[src/common/accel_ctrl_pkg.sv]
/*
 * widths, typedefs and state encodings shared by the accelerator control unit
 */
package accel_ctrl_pkg;

	parameter int patch_w = 8;

	typedef logic [patch_w-1:0] patch_cnt_t;
	typedef logic [1:0]         wb_change_t;
	typedef logic [3:0]         return_sel_t;   // {upsample, pool, add, conv}
	typedef logic [2:0]         kernel_size_t;

	// weight/bias change codes
	localparam wb_change_t wb_none        = 2'b00;
	localparam wb_change_t wb_weight      = 2'b01;
	localparam wb_change_t wb_weight_bias = 2'b11;

	typedef enum logic [2:0] {
		order_none     = 3'd0,
		order_conv     = 3'd1,
		order_add      = 3'd2,
		order_pool     = 3'd3,
		order_upsample = 3'd4
	} order_t;

	typedef enum logic [2:0] {
		task_idle, task_wait_order, task_wait_conv, task_wait_add, task_wait_op
	} task_state_t;

	typedef enum logic [2:0] {
		conv_idle, conv_change_wb, conv_wait_wb, conv_wait_calc,
		conv_check_in, conv_wait_return, conv_check_out, conv_finish
	} conv_state_t;

	typedef enum logic [1:0] {
		add_idle, add_wait_done, add_wait_return, add_finish
	} add_state_t;

	typedef enum logic [2:0] {
		op_idle, op_load, op_wait_compute, op_wait_return, op_check_in, op_finish
	} op_state_t;

endpackage

[src/hdl/task_sequencer.sv]
/*
 * task and layer order FSM
 * starts one layer sequencer per order and waits for its done pulse
 */
`timescale 1ns/10ps

module task_sequencer (
	input  logic                   system_clk,
	input  logic                   rst_n,
	input  logic                   task_start,
	input  logic                   task_finish,
	input  logic                   calculate_start,
	input  accel_ctrl_pkg::order_t order,
	input  logic                   conv_done,
	input  logic                   add_done,
	input  logic                   op_done,
	output logic                   conv_start,
	output logic                   add_start,
	output logic                   op_start,
	output accel_ctrl_pkg::order_t active_order,
	output logic                   calculate_finish
);
	import accel_ctrl_pkg::*;

	task_state_t state;

	always_ff @(posedge system_clk or negedge rst_n) begin
		if (!rst_n) begin
			state        <= task_idle;
			active_order <= order_none;
			conv_start   <= 1'b0;
			add_start    <= 1'b0;
			op_start     <= 1'b0;
		end else begin
			conv_start <= 1'b0;
			add_start  <= 1'b0;
			op_start   <= 1'b0;
			case (state)
				task_idle: begin
					if (task_start)
						state <= task_wait_order;
				end
				task_wait_order: begin
					if (calculate_start) begin
						case (order)
							order_conv: begin
								state        <= task_wait_conv;
								conv_start   <= 1'b1;
								active_order <= order;
							end
							order_add: begin
								state        <= task_wait_add;
								add_start    <= 1'b1;
								active_order <= order;
							end
							order_pool, order_upsample: begin
								state        <= task_wait_op;
								op_start     <= 1'b1;
								active_order <= order;
							end
							default: ;  // unknown order, stay
						endcase
					end else if (task_finish) begin
						state <= task_idle;
					end
				end
				task_wait_conv: if (conv_done) state <= task_wait_order;
				task_wait_add:  if (add_done) state <= task_wait_order;
				task_wait_op:   if (op_done) state <= task_wait_order;
				default:        state <= task_idle;
			endcase
		end
	end

	assign calculate_finish = (state == task_idle) || (state == task_wait_order);

endmodule

[src/layer_seq/conv_sequencer.sv]
/*
 * convolution sequencer
 * input patches nested in output patches, weight/bias swap and return strobes
 */
`timescale 1ns/10ps

module conv_sequencer (
	input  logic                       system_clk,
	input  logic                       rst_n,
	input  logic                       conv_start,
	input  logic                       weight_bias_ready,
	input  logic                       compute_finish,
	input  logic                       return_finish,
	input  accel_ctrl_pkg::patch_cnt_t feature_input_patch_num,
	input  accel_ctrl_pkg::patch_cnt_t feature_output_patch_num,
	output logic                       conv_done,
	output logic                       conv_busy,
	output accel_ctrl_pkg::wb_change_t change_weight_bias,
	output logic                       load_feature_begin,
	output logic                       compute_begin,
	output logic                       return_req,
	output logic                       refresh_return_addr,
	output logic                       free_feature_read_addr,
	output logic                       output_buffer_done,
	output logic                       direct_out,
	output logic                       bias_or_adder_feature
);
	import accel_ctrl_pkg::*;

	conv_state_t state;
	patch_cnt_t  in_cnt;
	patch_cnt_t  out_cnt;
	logic        last_in;
	logic        wb_first;   // first cycle of the weight/bias wait
	logic        in_done;

	assign last_in = (in_cnt == patch_cnt_t'(feature_input_patch_num - 1'b1));
	assign in_done = (in_cnt == feature_input_patch_num);

	always_ff @(posedge system_clk or negedge rst_n) begin
		if (!rst_n) begin
			state <= conv_idle;
		end else begin
			case (state)
				conv_idle:        if (conv_start) state <= conv_change_wb;
				conv_change_wb:   state <= conv_wait_wb;
				conv_wait_wb:     if (weight_bias_ready) state <= conv_wait_calc;
				conv_wait_calc:   if (compute_finish) state <= conv_check_in;
				conv_check_in:    state <= in_done ? conv_wait_return : conv_change_wb;
				conv_wait_return: if (return_finish) state <= conv_check_out;
				conv_check_out: begin
					if (out_cnt == feature_output_patch_num)
						state <= conv_finish;
					else
						state <= conv_change_wb;
				end
				default:          state <= conv_idle;   // conv_finish
			endcase
		end
	end

	// patch counters
	always_ff @(posedge system_clk or negedge rst_n) begin
		if (!rst_n) begin
			in_cnt  <= '0;
			out_cnt <= '0;
		end else begin
			if (state == conv_wait_calc && compute_finish)
				in_cnt <= in_cnt + 1'b1;
			else if (state == conv_wait_return)
				in_cnt <= '0;
			if (state == conv_wait_return && return_finish)
				out_cnt <= out_cnt + 1'b1;
			else if (state == conv_finish)
				out_cnt <= '0;
		end
	end

	always_ff @(posedge system_clk or negedge rst_n) begin
		if (!rst_n) begin
			change_weight_bias     <= wb_none;
			wb_first               <= 1'b0;
			load_feature_begin     <= 1'b0;
			compute_begin          <= 1'b0;
			return_req             <= 1'b0;
			refresh_return_addr    <= 1'b0;
			free_feature_read_addr <= 1'b0;
			direct_out             <= 1'b0;
		end else begin
			if (state == conv_change_wb)
				change_weight_bias <= (in_cnt == '0) ? wb_weight_bias : wb_weight;
			else if (state != conv_wait_wb || weight_bias_ready)
				change_weight_bias <= wb_none;
			wb_first               <= (state == conv_change_wb);
			load_feature_begin     <= wb_first;
			compute_begin          <= (state == conv_wait_wb) && weight_bias_ready;
			return_req             <= (state == conv_change_wb) && last_in;
			refresh_return_addr    <= (state == conv_change_wb) && last_in && (out_cnt == '0);
			free_feature_read_addr <= (state == conv_check_in) && in_done;
			if (state == conv_change_wb)
				direct_out <= last_in;   // only the last input patch goes out
			else if (state == conv_finish)
				direct_out <= 1'b0;
		end
	end

	assign output_buffer_done    = (state == conv_wait_return);
	assign bias_or_adder_feature = (in_cnt == '0);
	assign conv_done             = (state == conv_finish);
	assign conv_busy             = (state != conv_idle);

endmodule

[src/layer_seq/add_sequencer.sv]
/*
 * element-wise add sequencer, one load/compute/return pass
 */
`timescale 1ns/10ps

module add_sequencer (
	input  logic system_clk,
	input  logic rst_n,
	input  logic add_start,
	input  logic compute_finish,
	input  logic return_finish,
	output logic add_done,
	output logic add_busy,
	output logic load_feature_begin,
	output logic compute_begin,
	output logic return_req,
	output logic refresh_return_addr,
	output logic free_feature_read_addr,
	output logic output_buffer_done
);
	import accel_ctrl_pkg::*;

	add_state_t state;
	logic       launch;   // all start strobes fire together

	always_ff @(posedge system_clk or negedge rst_n) begin
		if (!rst_n) begin
			state                  <= add_idle;
			launch                 <= 1'b0;
			free_feature_read_addr <= 1'b0;
		end else begin
			launch                 <= (state == add_idle) && add_start;
			free_feature_read_addr <= (state == add_finish);
			case (state)
				add_idle:        if (add_start) state <= add_wait_done;
				add_wait_done:   if (compute_finish) state <= add_wait_return;
				add_wait_return: if (return_finish) state <= add_finish;
				default:         state <= add_idle;
			endcase
		end
	end

	assign load_feature_begin  = launch;
	assign compute_begin       = launch;
	assign return_req          = launch;
	assign refresh_return_addr = launch;
	assign output_buffer_done  = (state == add_wait_return);
	assign add_done            = (state == add_finish);
	assign add_busy            = (state != add_idle);

endmodule

[src/layer_seq/operator_sequencer.sv]
/*
 * pool and upsample sequencer over the input patches
 */
`timescale 1ns/10ps

module operator_sequencer (
	input  logic                       system_clk,
	input  logic                       rst_n,
	input  logic                       op_start,
	input  logic                       is_upsample,
	input  logic                       compute_finish,
	input  logic                       return_finish,
	input  logic                       upsample_buffer_empty,
	input  accel_ctrl_pkg::patch_cnt_t feature_input_patch_num,
	output logic                       op_done,
	output logic                       op_busy,
	output logic                       load_feature_begin,
	output logic                       compute_begin,
	output logic                       return_req,
	output logic                       refresh_return_addr,
	output logic                       free_feature_read_addr,
	output logic                       output_buffer_done
);
	import accel_ctrl_pkg::*;

	op_state_t  state;
	patch_cnt_t in_cnt;
	logic       in_done;
	logic       buffer_done;

	assign in_done = (in_cnt == feature_input_patch_num);
	// upsample must drain its buffer first
	assign buffer_done = is_upsample ? upsample_buffer_empty : 1'b1;

	always_ff @(posedge system_clk or negedge rst_n) begin
		if (!rst_n) begin
			state  <= op_idle;
			in_cnt <= '0;
		end else begin
			case (state)
				op_idle:         if (op_start) state <= op_load;
				op_load:         state <= op_wait_compute;
				op_wait_compute: if (compute_finish) state <= op_wait_return;
				op_wait_return: begin
					if (return_finish) begin
						state  <= op_check_in;
						in_cnt <= in_cnt + 1'b1;
					end
				end
				op_check_in: begin
					if (in_done) begin
						state  <= op_finish;
						in_cnt <= '0;
					end else begin
						state <= op_load;
					end
				end
				default:         state <= op_idle;
			endcase
		end
	end

	always_ff @(posedge system_clk or negedge rst_n) begin
		if (!rst_n) begin
			load_feature_begin     <= 1'b0;
			compute_begin          <= 1'b0;
			return_req             <= 1'b0;
			refresh_return_addr    <= 1'b0;
			free_feature_read_addr <= 1'b0;
		end else begin
			load_feature_begin     <= (state == op_load);
			compute_begin          <= (state == op_load);
			return_req             <= (state == op_load);
			refresh_return_addr    <= (state == op_load) && (in_cnt == '0);   // first patch
			free_feature_read_addr <= (state == op_check_in) && in_done;
		end
	end

	assign output_buffer_done = (state == op_wait_return) && buffer_done;
	assign op_done            = (state == op_finish);
	assign op_busy            = (state != op_idle);

endmodule

[src/hdl/datapath_steer.sv]
/*
 * strobe merge and datapath steering
 * return path select, kernel size, cache rebuild, feature ready mux
 */
`timescale 1ns/10ps

module datapath_steer #(
	parameter int conv_kernel_size = 3,
	parameter int pool_kernel_size = 5
) (
	input  logic                         conv_busy,
	input  logic                         add_busy,
	input  logic                         op_busy,
	input  accel_ctrl_pkg::order_t       active_order,
	input  logic                         direct_out,
	input  logic                         return_buffer_ready,
	input  logic                         upsample_ready,
	input  logic                         conv_load_feature_begin,
	input  logic                         conv_compute_begin,
	input  logic                         conv_return_req,
	input  logic                         conv_refresh_return_addr,
	input  logic                         conv_free_feature_read_addr,
	input  logic                         conv_output_buffer_done,
	input  logic                         add_load_feature_begin,
	input  logic                         add_compute_begin,
	input  logic                         add_return_req,
	input  logic                         add_refresh_return_addr,
	input  logic                         add_free_feature_read_addr,
	input  logic                         add_output_buffer_done,
	input  logic                         op_load_feature_begin,
	input  logic                         op_compute_begin,
	input  logic                         op_return_req,
	input  logic                         op_refresh_return_addr,
	input  logic                         op_free_feature_read_addr,
	input  logic                         op_output_buffer_done,
	output logic                         load_feature_begin,
	output logic                         compute_begin,
	output logic                         return_req,
	output logic                         refresh_return_addr,
	output logic                         free_feature_read_addr,
	output logic                         output_buffer_done,
	output accel_ctrl_pkg::return_sel_t  return_select,
	output accel_ctrl_pkg::kernel_size_t kernel_size,
	output logic                         rebuild_structure,
	output logic                         feature_output_ready,
	output logic                         is_upsample
);
	import accel_ctrl_pkg::*;

	logic pool_working;
	logic upsample_working;

	// one sequencer busy at a time, so a plain OR is enough
	assign load_feature_begin     = conv_load_feature_begin | add_load_feature_begin
	                              | op_load_feature_begin;
	assign compute_begin          = conv_compute_begin | add_compute_begin | op_compute_begin;
	assign return_req             = conv_return_req | add_return_req | op_return_req;
	assign refresh_return_addr    = conv_refresh_return_addr | add_refresh_return_addr
	                              | op_refresh_return_addr;
	assign free_feature_read_addr = conv_free_feature_read_addr | add_free_feature_read_addr
	                              | op_free_feature_read_addr;
	assign output_buffer_done     = conv_output_buffer_done | add_output_buffer_done
	                              | op_output_buffer_done;

	assign is_upsample      = (active_order == order_upsample);
	assign upsample_working = op_busy && is_upsample;
	assign pool_working     = op_busy && (active_order == order_pool);

	assign return_select     = {upsample_working, pool_working, add_busy, conv_busy};
	assign rebuild_structure = pool_working;   // pool window in the row cache
	assign kernel_size       = pool_working ? kernel_size_t'(pool_kernel_size)
	                                        : kernel_size_t'(conv_kernel_size);

	assign feature_output_ready = (direct_out && conv_busy) ? return_buffer_ready :
	                              upsample_working ? upsample_ready : 1'b1;

endmodule

[src/hdl/accel_control_top.sv]
/*
 * accelerator control unit top level
 * task FSM, three layer sequencers and the datapath steering
 */
`timescale 1ns/10ps

module accel_control_top #(
	parameter int conv_kernel_size = 3,
	parameter int pool_kernel_size = 5
) (
	input  logic                         system_clk,
	input  logic                         rst_n,
	input  logic                         task_start,
	input  logic                         task_finish,
	input  logic                         calculate_start,
	input  accel_ctrl_pkg::order_t       order,
	input  accel_ctrl_pkg::patch_cnt_t   feature_input_patch_num,
	input  accel_ctrl_pkg::patch_cnt_t   feature_output_patch_num,
	input  logic                         weight_bias_ready,
	input  logic                         compute_finish,
	input  logic                         return_finish,
	input  logic                         return_buffer_ready,
	input  logic                         upsample_ready,
	input  logic                         upsample_buffer_empty,
	output logic                         calculate_finish,
	output accel_ctrl_pkg::wb_change_t   change_weight_bias,
	output logic                         load_feature_begin,
	output logic                         compute_begin,
	output logic                         return_req,
	output logic                         refresh_return_addr,
	output logic                         free_feature_read_addr,
	output logic                         output_buffer_done,
	output logic                         direct_out,
	output logic                         bias_or_adder_feature,
	output accel_ctrl_pkg::return_sel_t  return_select,
	output accel_ctrl_pkg::kernel_size_t kernel_size,
	output logic                         rebuild_structure,
	output logic                         feature_output_ready
);
	import accel_ctrl_pkg::*;

	order_t active_order;
	logic   conv_start, add_start, op_start;
	logic   conv_done, add_done, op_done;
	logic   conv_busy, add_busy, op_busy;
	logic   is_upsample;

	// per-sequencer strobes, merged in datapath_steer
	logic   conv_load_feature_begin, conv_compute_begin, conv_return_req;
	logic   conv_refresh_return_addr, conv_free_feature_read_addr, conv_output_buffer_done;
	logic   add_load_feature_begin, add_compute_begin, add_return_req;
	logic   add_refresh_return_addr, add_free_feature_read_addr, add_output_buffer_done;
	logic   op_load_feature_begin, op_compute_begin, op_return_req;
	logic   op_refresh_return_addr, op_free_feature_read_addr, op_output_buffer_done;

	task_sequencer u_task_sequencer (.*);

	conv_sequencer u_conv_sequencer (
		.*,
		.load_feature_begin     (conv_load_feature_begin),
		.compute_begin          (conv_compute_begin),
		.return_req             (conv_return_req),
		.refresh_return_addr    (conv_refresh_return_addr),
		.free_feature_read_addr (conv_free_feature_read_addr),
		.output_buffer_done     (conv_output_buffer_done)
	);

	add_sequencer u_add_sequencer (
		.*,
		.load_feature_begin     (add_load_feature_begin),
		.compute_begin          (add_compute_begin),
		.return_req             (add_return_req),
		.refresh_return_addr    (add_refresh_return_addr),
		.free_feature_read_addr (add_free_feature_read_addr),
		.output_buffer_done     (add_output_buffer_done)
	);

	operator_sequencer u_operator_sequencer (
		.*,
		.load_feature_begin     (op_load_feature_begin),
		.compute_begin          (op_compute_begin),
		.return_req             (op_return_req),
		.refresh_return_addr    (op_refresh_return_addr),
		.free_feature_read_addr (op_free_feature_read_addr),
		.output_buffer_done     (op_output_buffer_done)
	);

	datapath_steer #(
		.conv_kernel_size (conv_kernel_size),
		.pool_kernel_size (pool_kernel_size)
	) u_datapath_steer (.*);

endmodule

[config.mk]
export PLATFORM = sky130hd
export DESIGN_NAME = accel_control_top
export DESIGN_NICKNAME = d
export VERILOG_FILES = /design/src/common/accel_ctrl_pkg.sv /design/src/hdl/task_sequencer.sv /design/src/layer_seq/conv_sequencer.sv /design/src/layer_seq/add_sequencer.sv /design/src/layer_seq/operator_sequencer.sv /design/src/hdl/datapath_steer.sv /design/src/hdl/accel_control_top.sv
export SDC_FILE = /design/constraint.sdc
export NUM_CORES = 1
export LEC_CHECK = 0
export BUFFER_PORTS_ARGS = -buffer_cell sky130_fd_sc_hd__buf_2
export CAP_MARGIN = 40
export CORE_AREA = 2 2 93 95
export CTS_CLUSTER_SIZE = 20
export DETAILED_ROUTE_END_ITERATION = 8
export DIE_AREA = 0 0 95 97
export GPL_ROUTABILITY_DRIVEN = 0
export PLACE_DENSITY = 0.68
export SYNTH_ARGS = -nofsm -noshare
export SYNTH_HDL_FRONTEND = slang
export SYNTH_SLANG_ARGS = --single-unit
[constraint.sdc]
create_clock -name system_clk -period 1.9 [get_ports system_clk]
set_clock_uncertainty 0.15 [all_clocks]
set_input_delay 0.285 -clock system_clk [delete_from_list [all_inputs] [get_ports system_clk]]
set_output_delay 0.285 -clock system_clk [all_outputs]
set_load 0.02 [all_outputs]
==> results of run 1 <==
[per-layer routing]
layer	GRT usage, %	vias to the layer above
met5	0	-
met1	25.3	1418
met2	30.4	54
met3	2.41	8
li1	-	1438
met4	4.46	0
[cells in the mapped netlist, types with 7 or more instances]
library cell / number
a21oi_1: 12
nor2_1: 26
inv_1: 22
o21ai_0: 32
nor2b_1: 8
ha_1: 11
dfrtp_1: 55
nand2_1: 31
mux2i_1: 7
or3_1: 7
xnor2_1: 19
nand4_1: 14
nand3_1: 10
clkbuf_1: 13
xor2_1: 18
nor3_1: 9
and3_1: 7
[worst min path at each step]
stage                                                        end  slack, ns  depth (start not counted)
floorplan                u_add_sequencer.compute_begin$_DFF_PN0_      -0.16                          0
global placement    u_task_sequencer.active_order[0]$_DFFE_PN0P_       0.15                          2
detailed placement  u_task_sequencer.active_order[0]$_DFFE_PN0P_       0.15                          2
CTS                         u_task_sequencer.add_start$_DFF_PN0_       0.08                          2
global route                u_task_sequencer.add_start$_DFF_PN0_        0.1                          2
finish                      u_task_sequencer.add_start$_DFF_PN0_        0.1                          2
[what timing repair did]
action	in CTS	in global routing
pin swaps	3	5
setup buffers	7	4
endpoints found under the setup margin	11	15
hold endpoints to repair	55	0
hold buffers	1	0
resized for setup	15	13
[stage by stage]
step | power [mW] | hold WS [ns] | TNS (ns)
2_1_floorplan | 2.74 | -0.161 | -0.0180
3_3_place_gp | 3.27 | 0.154 | -0.0853
3_5_place_dp | 3.31 | 0.155 | -0.375
4_1_cts | 4.26 | 0.0848 | -0.581
5_1_grt | 4.67 | 0.0968 | -0.986
6_report | 4.37 | 0.0955 | -0.572
[layout make-up]
| class | instances | area share (%) |
|---|---|---|
| clock buffers | 6 | 1.77 |
| flip-flops and latches | 55 | 33.6 |
| multi-input cells | 267 | 44.2 |
| well taps | 105 | 3.20 |
| clock inverters | 2 | 0.945 |
| inverters | 22 | 2.01 |
| repair buffers | 88 | 14.2 |
[cell families after synthesis]
kind of cell	Yosys count
buffers and inverters	49
DFF	55
other	1
and+or+nand+nor	141
muxes	7
AOI/OAI and AO/OA	70
xor gates and xnor gates	37
adders and majority gates	11
[critical path: stages (launching register included)]
cell and delay, ns:
dfrtp_1 0.39, inv_1 0.06, ha_1 0.13, or4b_4 0.47, nor4_4 0.18, buf_4 0.19
[cells in the final DEF (no fill, tap or decap), types with 5 or more instances in the layout]
cell and instances:
buf_2 43, mux2i_1 7, nand2_1 29, a21oi_1 12, nor2b_1 7, xor2_1 16
nand4_1 14, dfrtp_1 52, buf_4 39, xnor2_1 19, inv_1 20, a31oi_1 5
nor2_1 25, o21ai_0 32, or3_1 5, clkbuf_8 5, nor3_1 8, ha_1 11
and3_1 7, nand3_1 10
[power groups by stage]
stage	clock network, mW	registers, mW	logic, mW
global route	0.875	1.69	2.10
CTS	0.815	1.65	1.79
finish	0.803	1.66	1.90
detailed placement	0	1.71	1.60
floorplan	0	1.63	1.11
global placement	0	1.70	1.57
[state kept, by name (all words and copies together), names as in the netlist, 2 cells and up]
signal	flops
u_task_sequencer.active_order	3
u_add_sequencer.state	2
u_operator_sequencer.state	3
u_conv_sequencer.in_cnt	8
u_operator_sequencer.in_cnt	8
u_conv_sequencer.out_cnt	8
u_conv_sequencer.state	3
u_conv_sequencer.change_weight_bias	2
u_task_sequencer.state	3
==> results.md, run 1 <==
- First-pass DRT Iterations: 4
- Hold Crit Start: order[2]
- Sequential share of power: 38.0%
- Top post-synthesis cells by area: dfrtp_1 41%, xnor2_1 5.0%, o21ai_0 4.8%
- Placed cell area: 3800 sq um
- Initial Util: just over 40%
- Site Rows: 33
- Clock sinks: 55
- HP Class: in2reg
- Vias per cell: 5.35
- Main synth FF type: dfrtp_1
- Synth Area in Adders: between 4 and 5%
- FF-to-FF End: u_conv_sequencer.state[2]$_DFFE_PN0P_
- WL final: around 8 mm
- Post-Layout Cell Count: 545
- Failing checks: setup timing
- Initial antenna violation count: 0
- Startpoint types: flip-flop
- P_leak: ~2 nW
- Inserted Clock Buffers: 5
- Setup ws final: -0.256 ns
- Fmax: 464 MHz
- Synthesized area per cell: 8.98 sq um
- Clock buffer depth: 2
- Critical Path RT: 1.46 ns
- Largest family of logic cells by synthesized area: simple AND/OR/NAND/NOR gates
- Worst slack at placement: -0.139 ns
- Worst-Skew Late Latency: between 0.3 and 0.4 ns
- CTS root buf: clkbuf_8
- R2r setup slk: -0.17 ns
- Synth Area in Simple Gates: approximately 23%
- Final core occ: 50.4%
- Comb pwr share: 43.6%
- Grt ovf: 0
- Sequential share of the synthesized area: 41.3%
- Xor-xnor portion of the synthesized cell area: 9.73%
- Total GRT Usage: a little under a fifth
- Syn Inst Count: roughly 370
- DRC viols: 0
- Slew Limit Fails: 0
- FF-to-FF path depth: 6
- Core Region: 8130 sq um
- Finished Cell Area: 4100 sq um
- Mux cell area share after synthesis: 2.10%
- Max layer used: met4
- Status: finished, violations left
- Clock Pin Slew Worst Setup and Hold Paths: 0.10 ns
- Fraction of layout cells with a size suffix above 1: between 20% and 30%
- Clk pwr share: 18.4%
- Final net count: 480
- Compound-Gate Fraction of Synth Area: 12.6%
- Worst Setup End Kind: output pin
- Final Critical Period: 2.16 ns
- Post-synth cell types: 52
- Routed wire per std cell: 14.7 microns
- Placed Cells: 525
- Net Sw Frac: a little under two fifths
- Fill cell count: 738
- CP Class: reg2out
- Peak supply drop: ~0.00044 V
- Worst reg2reg startpoint: u_conv_sequencer.in_cnt[0]$_DFFE_PN0P_
- Initial DRC count: 100
- # IOs: 50
- Max-capacitance violation count: 0
- Syn nets: 412
- Die Span X: 95 microns
- Vias in the first global route: 2872
- Internal: about 2.7 mW
- Ant diodes: 0
- Pwr per Cell Area: 1060 nW/um^2
- Crit share post-route: 113%
- Antenna viol nets, final: 0
- Mapped Area: about 3300 sq um
- RSZ-0062 raised after global routing: true
- Met3 routed WL: 262 microns
- Metal-1 WL: 3.70 mm
- Register bit total from synthesis: 55
- Synth area leader: dfrtp_1
- Post-synth top area share: 41.3%
- Via Count: 2918
- Switch Pwr: 1.66 mW
- Area growth, synth to finish: 23.1%
- WL met2: 3.97 mm
- YS warnings: 0
- IO Port Bufs: 48
- Final setup vio count: 5
- Crit path to: bias_or_adder_feature
- Crit path arrival time: ~1.7 ns
- Multi-input gate area: approximately 1800 sq um
- Synth async-reset ratio: between 90% and 100%
- Post-DP HPWL: 6.06 mm
- CTS tree: yes
- Post-synth EDFFs: 0
- Setup crit start: u_conv_sequencer.in_cnt[1]$_DFFE_PN0P_
- Die area: 9220 sq um
- Largest net degree at the start of global routing: between 50 and 60
- Fin. Hold Viols: 0
- H-tree levels: 2
- Die height: slightly below 100 microns
- First-pass GRT wire length: 13.6 mm
- FF/Latch Area: 1380 sq um
- Crit path max fanout: 2
(Power assumes the default switching activity.)
==> inputs of run 2 (changes only) <==
Settings changed: CORE_AREA 2 2 93 95 to 2 2 84 86, DIE_AREA 0 0 95 97 to 0 0 86 88, PLACE_DENSITY 0.68 to 0.79.
==> results.md, run 2 (synthesized netlist as in run 1, its figures left out) <==
- Site Rows: 30
- Initial antenna violation count: 0
- CP Class: reg2out
- Final core occ: 60.8%
- Initial DRC count: 210
- CP max stage cell: or4b_4
- Fmax: 462 MHz
- Worst Setup End Kind: output pin
- Worst path buffer plus inverter count: 2
- Cell Chain, Critical Path: inv_2 -> ha_1 -> or4b_4 -> nor4_4 -> buf_4
- Commonest non-fill, non-tap cells in the layout: 48 x dfrtp_1, 42 x buf_2, 36 x buf_4
- CTS root buf: clkbuf_8
- Via Count: between 2k and 3k
- Clock buffer depth: 2
- Biggest regs: u_conv_sequencer.in_cnt (8), u_conv_sequencer.out_cnt (8), u_operator_sequencer.in_cnt (8)
- Worst path top cell family by delay: simple AND/OR/NAND/NOR gates
- Critical Path RT: 1.46 ns
- Net Sw Frac: 38.8%
- First-pass GRT wire length: 13.3 mm
- HP Class: in2reg
- Internal: 2.60 mW
- Comb pwr share: a little under half
- Worst-Skew Late Latency: around 0.31 ns
- Largest net degree at the start of global routing: 56
- Fraction of layout cells with a size suffix above 1: between 20% and 30%
- Clock sinks: 55
- # IOs: 50
- P_leak: 1.93 nW
- Peak supply drop: 0.000527 V
- Vias per cell: 5.79
- First-pass DRT Iterations: 4
- Slew Limit Fails: 0
- Status: finished, violations left
- Inserted Clock Buffers: 5
- Routed wire per std cell: 15.8 microns
- Initial Util: 50.2%
- Die area: 7570 sq um
- Switch Pwr: 1.65 mW
- Crit path max fanout: 2
- Fin. Hold Viols: 0
- H-tree levels: 2
- Pwr Total: 4.25 mW
- Crit path arrival time: 1.73 ns
- Grt ovf: 0
- Total GRT Usage: 22.2%
- Final net count: 478
- Die height: 88 microns
- Clk pwr share: ~14%
- Final setup vio count: 4
- Area growth, synth to finish: 21.3%
- Post-DP HPWL: 5.81 mm
- Largest stage delay, worst path: between 0.4 and 0.5 ns
- Antenna viol nets, final: 0
- CTS tree: yes
- Vias in the first global route: 2877
- Core Region: about 6600 sq um
- Clock Pin Slew Worst Setup and Hold Paths: 0.10 ns
- Final Critical Period: between 2 and 2.5 ns
- DRC viols: 0
- Setup ws final: -0.263 ns
- WL final: 8.13 mm
- Crit share post-route: 114%
- Max-capacitance violation count: 0
- Pwr per Cell Area: 1050 nW/um^2
- Failing checks: setup timing
- Ant diodes: 0
- Placed Cells: 496
- Startpoint types: flip-flop
- IO Port Bufs: 48
- Post-Layout Cell Count: 516
- Sequential share of power: a little under 40%
- RSZ-0062 raised after global routing: true
- Most common cell after layout, fill and taps aside: dfrtp_1
- Die Span X: 86 microns
-- run 2: cell count changes in the layout (fill, tap and decap cells not counted), sizes merged --
cell,previous run,this run
buf,87,85
bufinv,1,0
clkbuf,6,5
clkinvlp,0,1
inv,23,22
-- run 2: final timing paths --
path / start / endpoint / slack, ns / depth (start not counted)
max: u_conv_sequencer.in_cnt[0]$_DFFE_PN0P_ / bias_or_adder_feature / -0.26 / 5
min in group asynchronous: rst_n / u_conv_sequencer.out_cnt[4]$_DFFE_PN0P_ / 0.35 / 3
min reg2reg: u_conv_sequencer.wb_first$_DFF_PN0_ / u_conv_sequencer.load_feature_begin$_DFF_PN0_ / 0.20 / 0
max reg2reg: u_conv_sequencer.in_cnt[1]$_DFFE_PN0P_ / u_conv_sequencer.state[2]$_DFFE_PN0P_ / -0.24 / 7
min: order[2] / u_task_sequencer.add_start$_DFF_PN0_ / 0.11 / 2
max in group asynchronous: rst_n / u_operator_sequencer.state[2]$_DFFE_PN0P_ / 0.98 / 3
-- run 2: per-stage QoR --
stage               setup slack, ns  area (sq um)  hold slack [ns]  TNS (ns)
floorplan                   -0.0180          3350           -0.161   -0.0180
global route                 -0.324          4040            0.129     -1.03
CTS                          -0.286          3950            0.101    -0.505
global placement            -0.0730          3730            0.159    -0.107
detailed placement          -0.0885          3730            0.160    -0.192
finish                       -0.263          4040            0.114    -0.703
-- run 2: repair_timing --
item | in CTS | in global routing
pin swaps | 5 | 2
resized for setup | 22 | 16
setup endpoints to repair | 8 | 16
hold endpoints to repair | 55 | 0
setup buffers | 8 | 6
hold buffers | 1 | 0
-- run 2: worst reg2reg max path, cell delays in order, from the launching register on --
cell and delay (ns):
dfrtp_1 0.40, buf_4 0.14, buf_6 0.11, xor2_2 0.14
nor4_2 0.27, nand4_1 0.14, or4_4 0.56, a31oi_1 0.16
-- run 2: routing by layer --
layer / vias up / track usage [%] / wire, microns
met5: - / 0 / 0
met4: 0 / 6.49 / 126
met3: 13 / 3.49 / 354
met2: 83 / 38.8 / 4200
met1: 1462 / 28.7 / 3450
li1: 1431 / - / -
-- run 2: power by group through the flow --
| stage | Sequential (mW) | Clock [mW] | Combinational (mW) |
|---|---|---|---|
| after CTS | 1.67 | 0.639 | 1.82 |
| final | 1.68 | 0.618 | 1.95 |
| after global routing | 1.72 | 0.677 | 2.14 |
| after floorplan | 1.63 | 0 | 1.11 |
| after detailed placement | 1.72 | 0 | 1.54 |
| after global placement | 1.70 | 0 | 1.51 |
-- run 2: final cells by class --
type / count / area [sq um]
fillers: 565 / 2600
multi-input cells: 267 / 1820
clock buffers: 5 / 68.8
clock inverters: 1 / 7.51
flip-flops and latches: 55 / 1390
inverters: 22 / 82.6
well taps: 80 / 100
repair buffers: 86 / 578
==> inputs of run 3 (changes only) <==
Settings changed: CORE_AREA 2 2 84 86 to 2 2 90 92, DIE_AREA 0 0 86 88 to 0 0 92 94, PLACE_DENSITY 0.79 to 0.71.
==> results.md, run 3 (synthesized netlist as in run 1, its figures left out) <==
- Status: finished, violations left
- Failing checks: setup timing
- Worst reg2reg startpoint: u_conv_sequencer.in_cnt[1]$_DFFE_PN0P_
- Post-DP HPWL: 5.99 mm
- Sequential share of power: 38.9%
- First-pass DRT Iterations: 4
- Via Count: 2935
- Final core occ: roughly 54%
- Largest net degree at the start of global routing: 39
- Final Critical Period: 2.17 ns
- Max-capacitance violation count: 0
- HP Class: in2reg
- Fill cell count: 705
- Worst path top cell family by delay: simple AND/OR/NAND/NOR gates
- Clock buffer depth: 2
- Hold Crit Start: order[2]
- CTS root buf: clkbuf_8
- P_leak: ~2.0 nW
- Multi-input gate area: 1800 sq um
- Slew Limit Fails: 0
- H-tree levels: 2
- Pwr per Cell Area: 1060 nW/um^2
- Initial DRC count: 128
- Worst path buffer plus inverter count: 2
- Final net count: 483
- Clk pwr share: 17.5%
- Biggest regs: u_conv_sequencer.in_cnt (8), u_conv_sequencer.out_cnt (8), u_operator_sequencer.in_cnt (8)
- CTS tree: yes
- Setup ws final: -0.265 ns
- Initial Util: 43.8%
- Fraction of layout cells with a size suffix above 1: a little over a quarter
- Site Rows: 32
- Comb pwr share: 43.6%
- Routed wire per std cell: 15.1 microns
- First-pass GRT wire length: 13.4 mm
- Startpoint types: flip-flop
- # IOs: 50
- Largest stage delay, worst path: 0.47 ns
- Worst-Skew Late Latency: 0.30 ns
- Clock Pin Slew Worst Setup and Hold Paths: 0.10 ns
- Core Region: 7610 sq um
- Area growth, synth to finish: 23.1%
- Post-Layout Cell Count: 544
- Placed Cells: 522
- Ant diodes: 0
- Pwr Total: ~4.3 mW
- Grt ovf: 0
- Cell Chain, Critical Path: inv_1 -> ha_1 -> or4b_4 -> nor4_4 -> buf_4
- Vias in the first global route: 2793
- WL final: 8.21 mm
- Finished Cell Area: 4100 sq um
- Worst Setup End Kind: output pin
- Crit share post-route: 114%
- Internal: 2.73 mW
- Die Span X: 92 microns
- Setup crit start: u_conv_sequencer.in_cnt[0]$_DFFE_PN0P_
- Crit path max fanout: 2
- IO Port Bufs: 48
- CP max stage cell: or4b_4
- Antenna viol nets, final: 0
- Switch Pwr: 1.62 mW
- Peak supply drop: 0.000563 V
- Fin. Hold Viols: 0
- Die area: 8650 sq um
- RSZ-0062 raised after global routing: true
- DRC viols: 0
- Net Sw Frac: 37.3%
- Worst slack at placement: -0.0690 ns
- Commonest non-fill, non-tap cells in the layout: 50 x dfrtp_1, 43 x buf_4, 42 x buf_2
- Die height: 94 microns
- CP Class: reg2out
- FF/Latch Area: between 1000 and 1500 sq um
- Clock sinks: 55
- Placed cell area: 3790 sq um
- Initial antenna violation count: 0
- Final setup vio count: 4
- Critical Path RT: around 1.5 ns
- Crit path arrival time: 1.73 ns
- Total GRT Usage: 19.4%
- Inserted Clock Buffers: 5
- Fmax: 462 MHz
- Most common cell after layout, fill and taps aside: dfrtp_1
- Vias per cell: 5.40
==> run 3: changes by cell type in the layout (fill, tap and decap cells not counted), sizes merged <==
cell      change
buf           +5
clkinvlp      -1
bufinv        +1
clkbuf        +1
==> run 3: power by group through the flow <==
stage	logic, mW	registers (mW)	clock network, mW
detailed placement	1.59	1.72	0
CTS	1.77	1.68	0.783
global placement	1.56	1.71	0
global route	2.11	1.72	0.822
finish	1.90	1.69	0.761
floorplan	1.11	1.63	0
==> run 3: layer usage <==
layer | global-route usage, % | part of all wire (%)
met3 | 3.21 | 3.9
met4 | 5.22 | 1.0
met1 | 25.6 | 45
met2 | 33.2 | 50
met5 | 0 | 0
==> run 3: worst reg2reg max path, cell delays in order, from the launching register on <==
cell     delay, ns
dfrtp_1       0.40
buf_6         0.13
xor2_2        0.14
nor4_2        0.31
nand4_1       0.12
or4_4         0.54
a31oi_1       0.14
==> run 3: repair_timing <==
| action | in CTS | in global routing |
|---|---|---|
| gates resized for setup | 16 | 14 |
| setup buffers | 6 | 8 |
| endpoints found under the hold margin | 17 | 0 |
| hold buffers | 1 | 0 |
| pin swaps | 8 | 4 |
| endpoints found under the setup margin | 10 | 11 |
==> run 3: worst paths after layout <==
| check | endpoint | slack, ns | depth (start not counted) |
|---|---|---|---|
| min in group asynchronous | u_conv_sequencer.out_cnt[3]$_DFFE_PN0P_ | 0.30 | 2 |
| max in group asynchronous | u_conv_sequencer.state[1]$_DFFE_PN0P_ | 0.74 | 3 |
| worst min-delay path | u_task_sequencer.add_start$_DFF_PN0_ | 0.11 | 2 |
| worst max register to register | u_conv_sequencer.state[2]$_DFFE_PN0P_ | -0.10 | 6 |
| worst min register to register | u_conv_sequencer.load_feature_begin$_DFF_PN0_ | 0.21 | 0 |
| worst max-delay path | bias_or_adder_feature | -0.27 | 5 |
==> run 3: metrics by stage <==
stage | hold WS (ns) | TNS, ns
4_1_cts | 0.0980 | -0.543
2_1_floorplan | -0.161 | -0.0180
3_3_place_gp | 0.103 | -0.0812
6_report | 0.111 | -0.460
5_1_grt | 0.117 | -0.858
3_5_place_dp | 0.107 | -0.239
==> run 3: final cells by class <==
class,instances,share of cell area [%]
timing repair buffer,91,14.8
sequential,55,33.7
tap,102,3.11
multi-input combinational,267,43.8
clock inverter,1,0.732
clock buffer,6,1.77
inverter,22,2.01
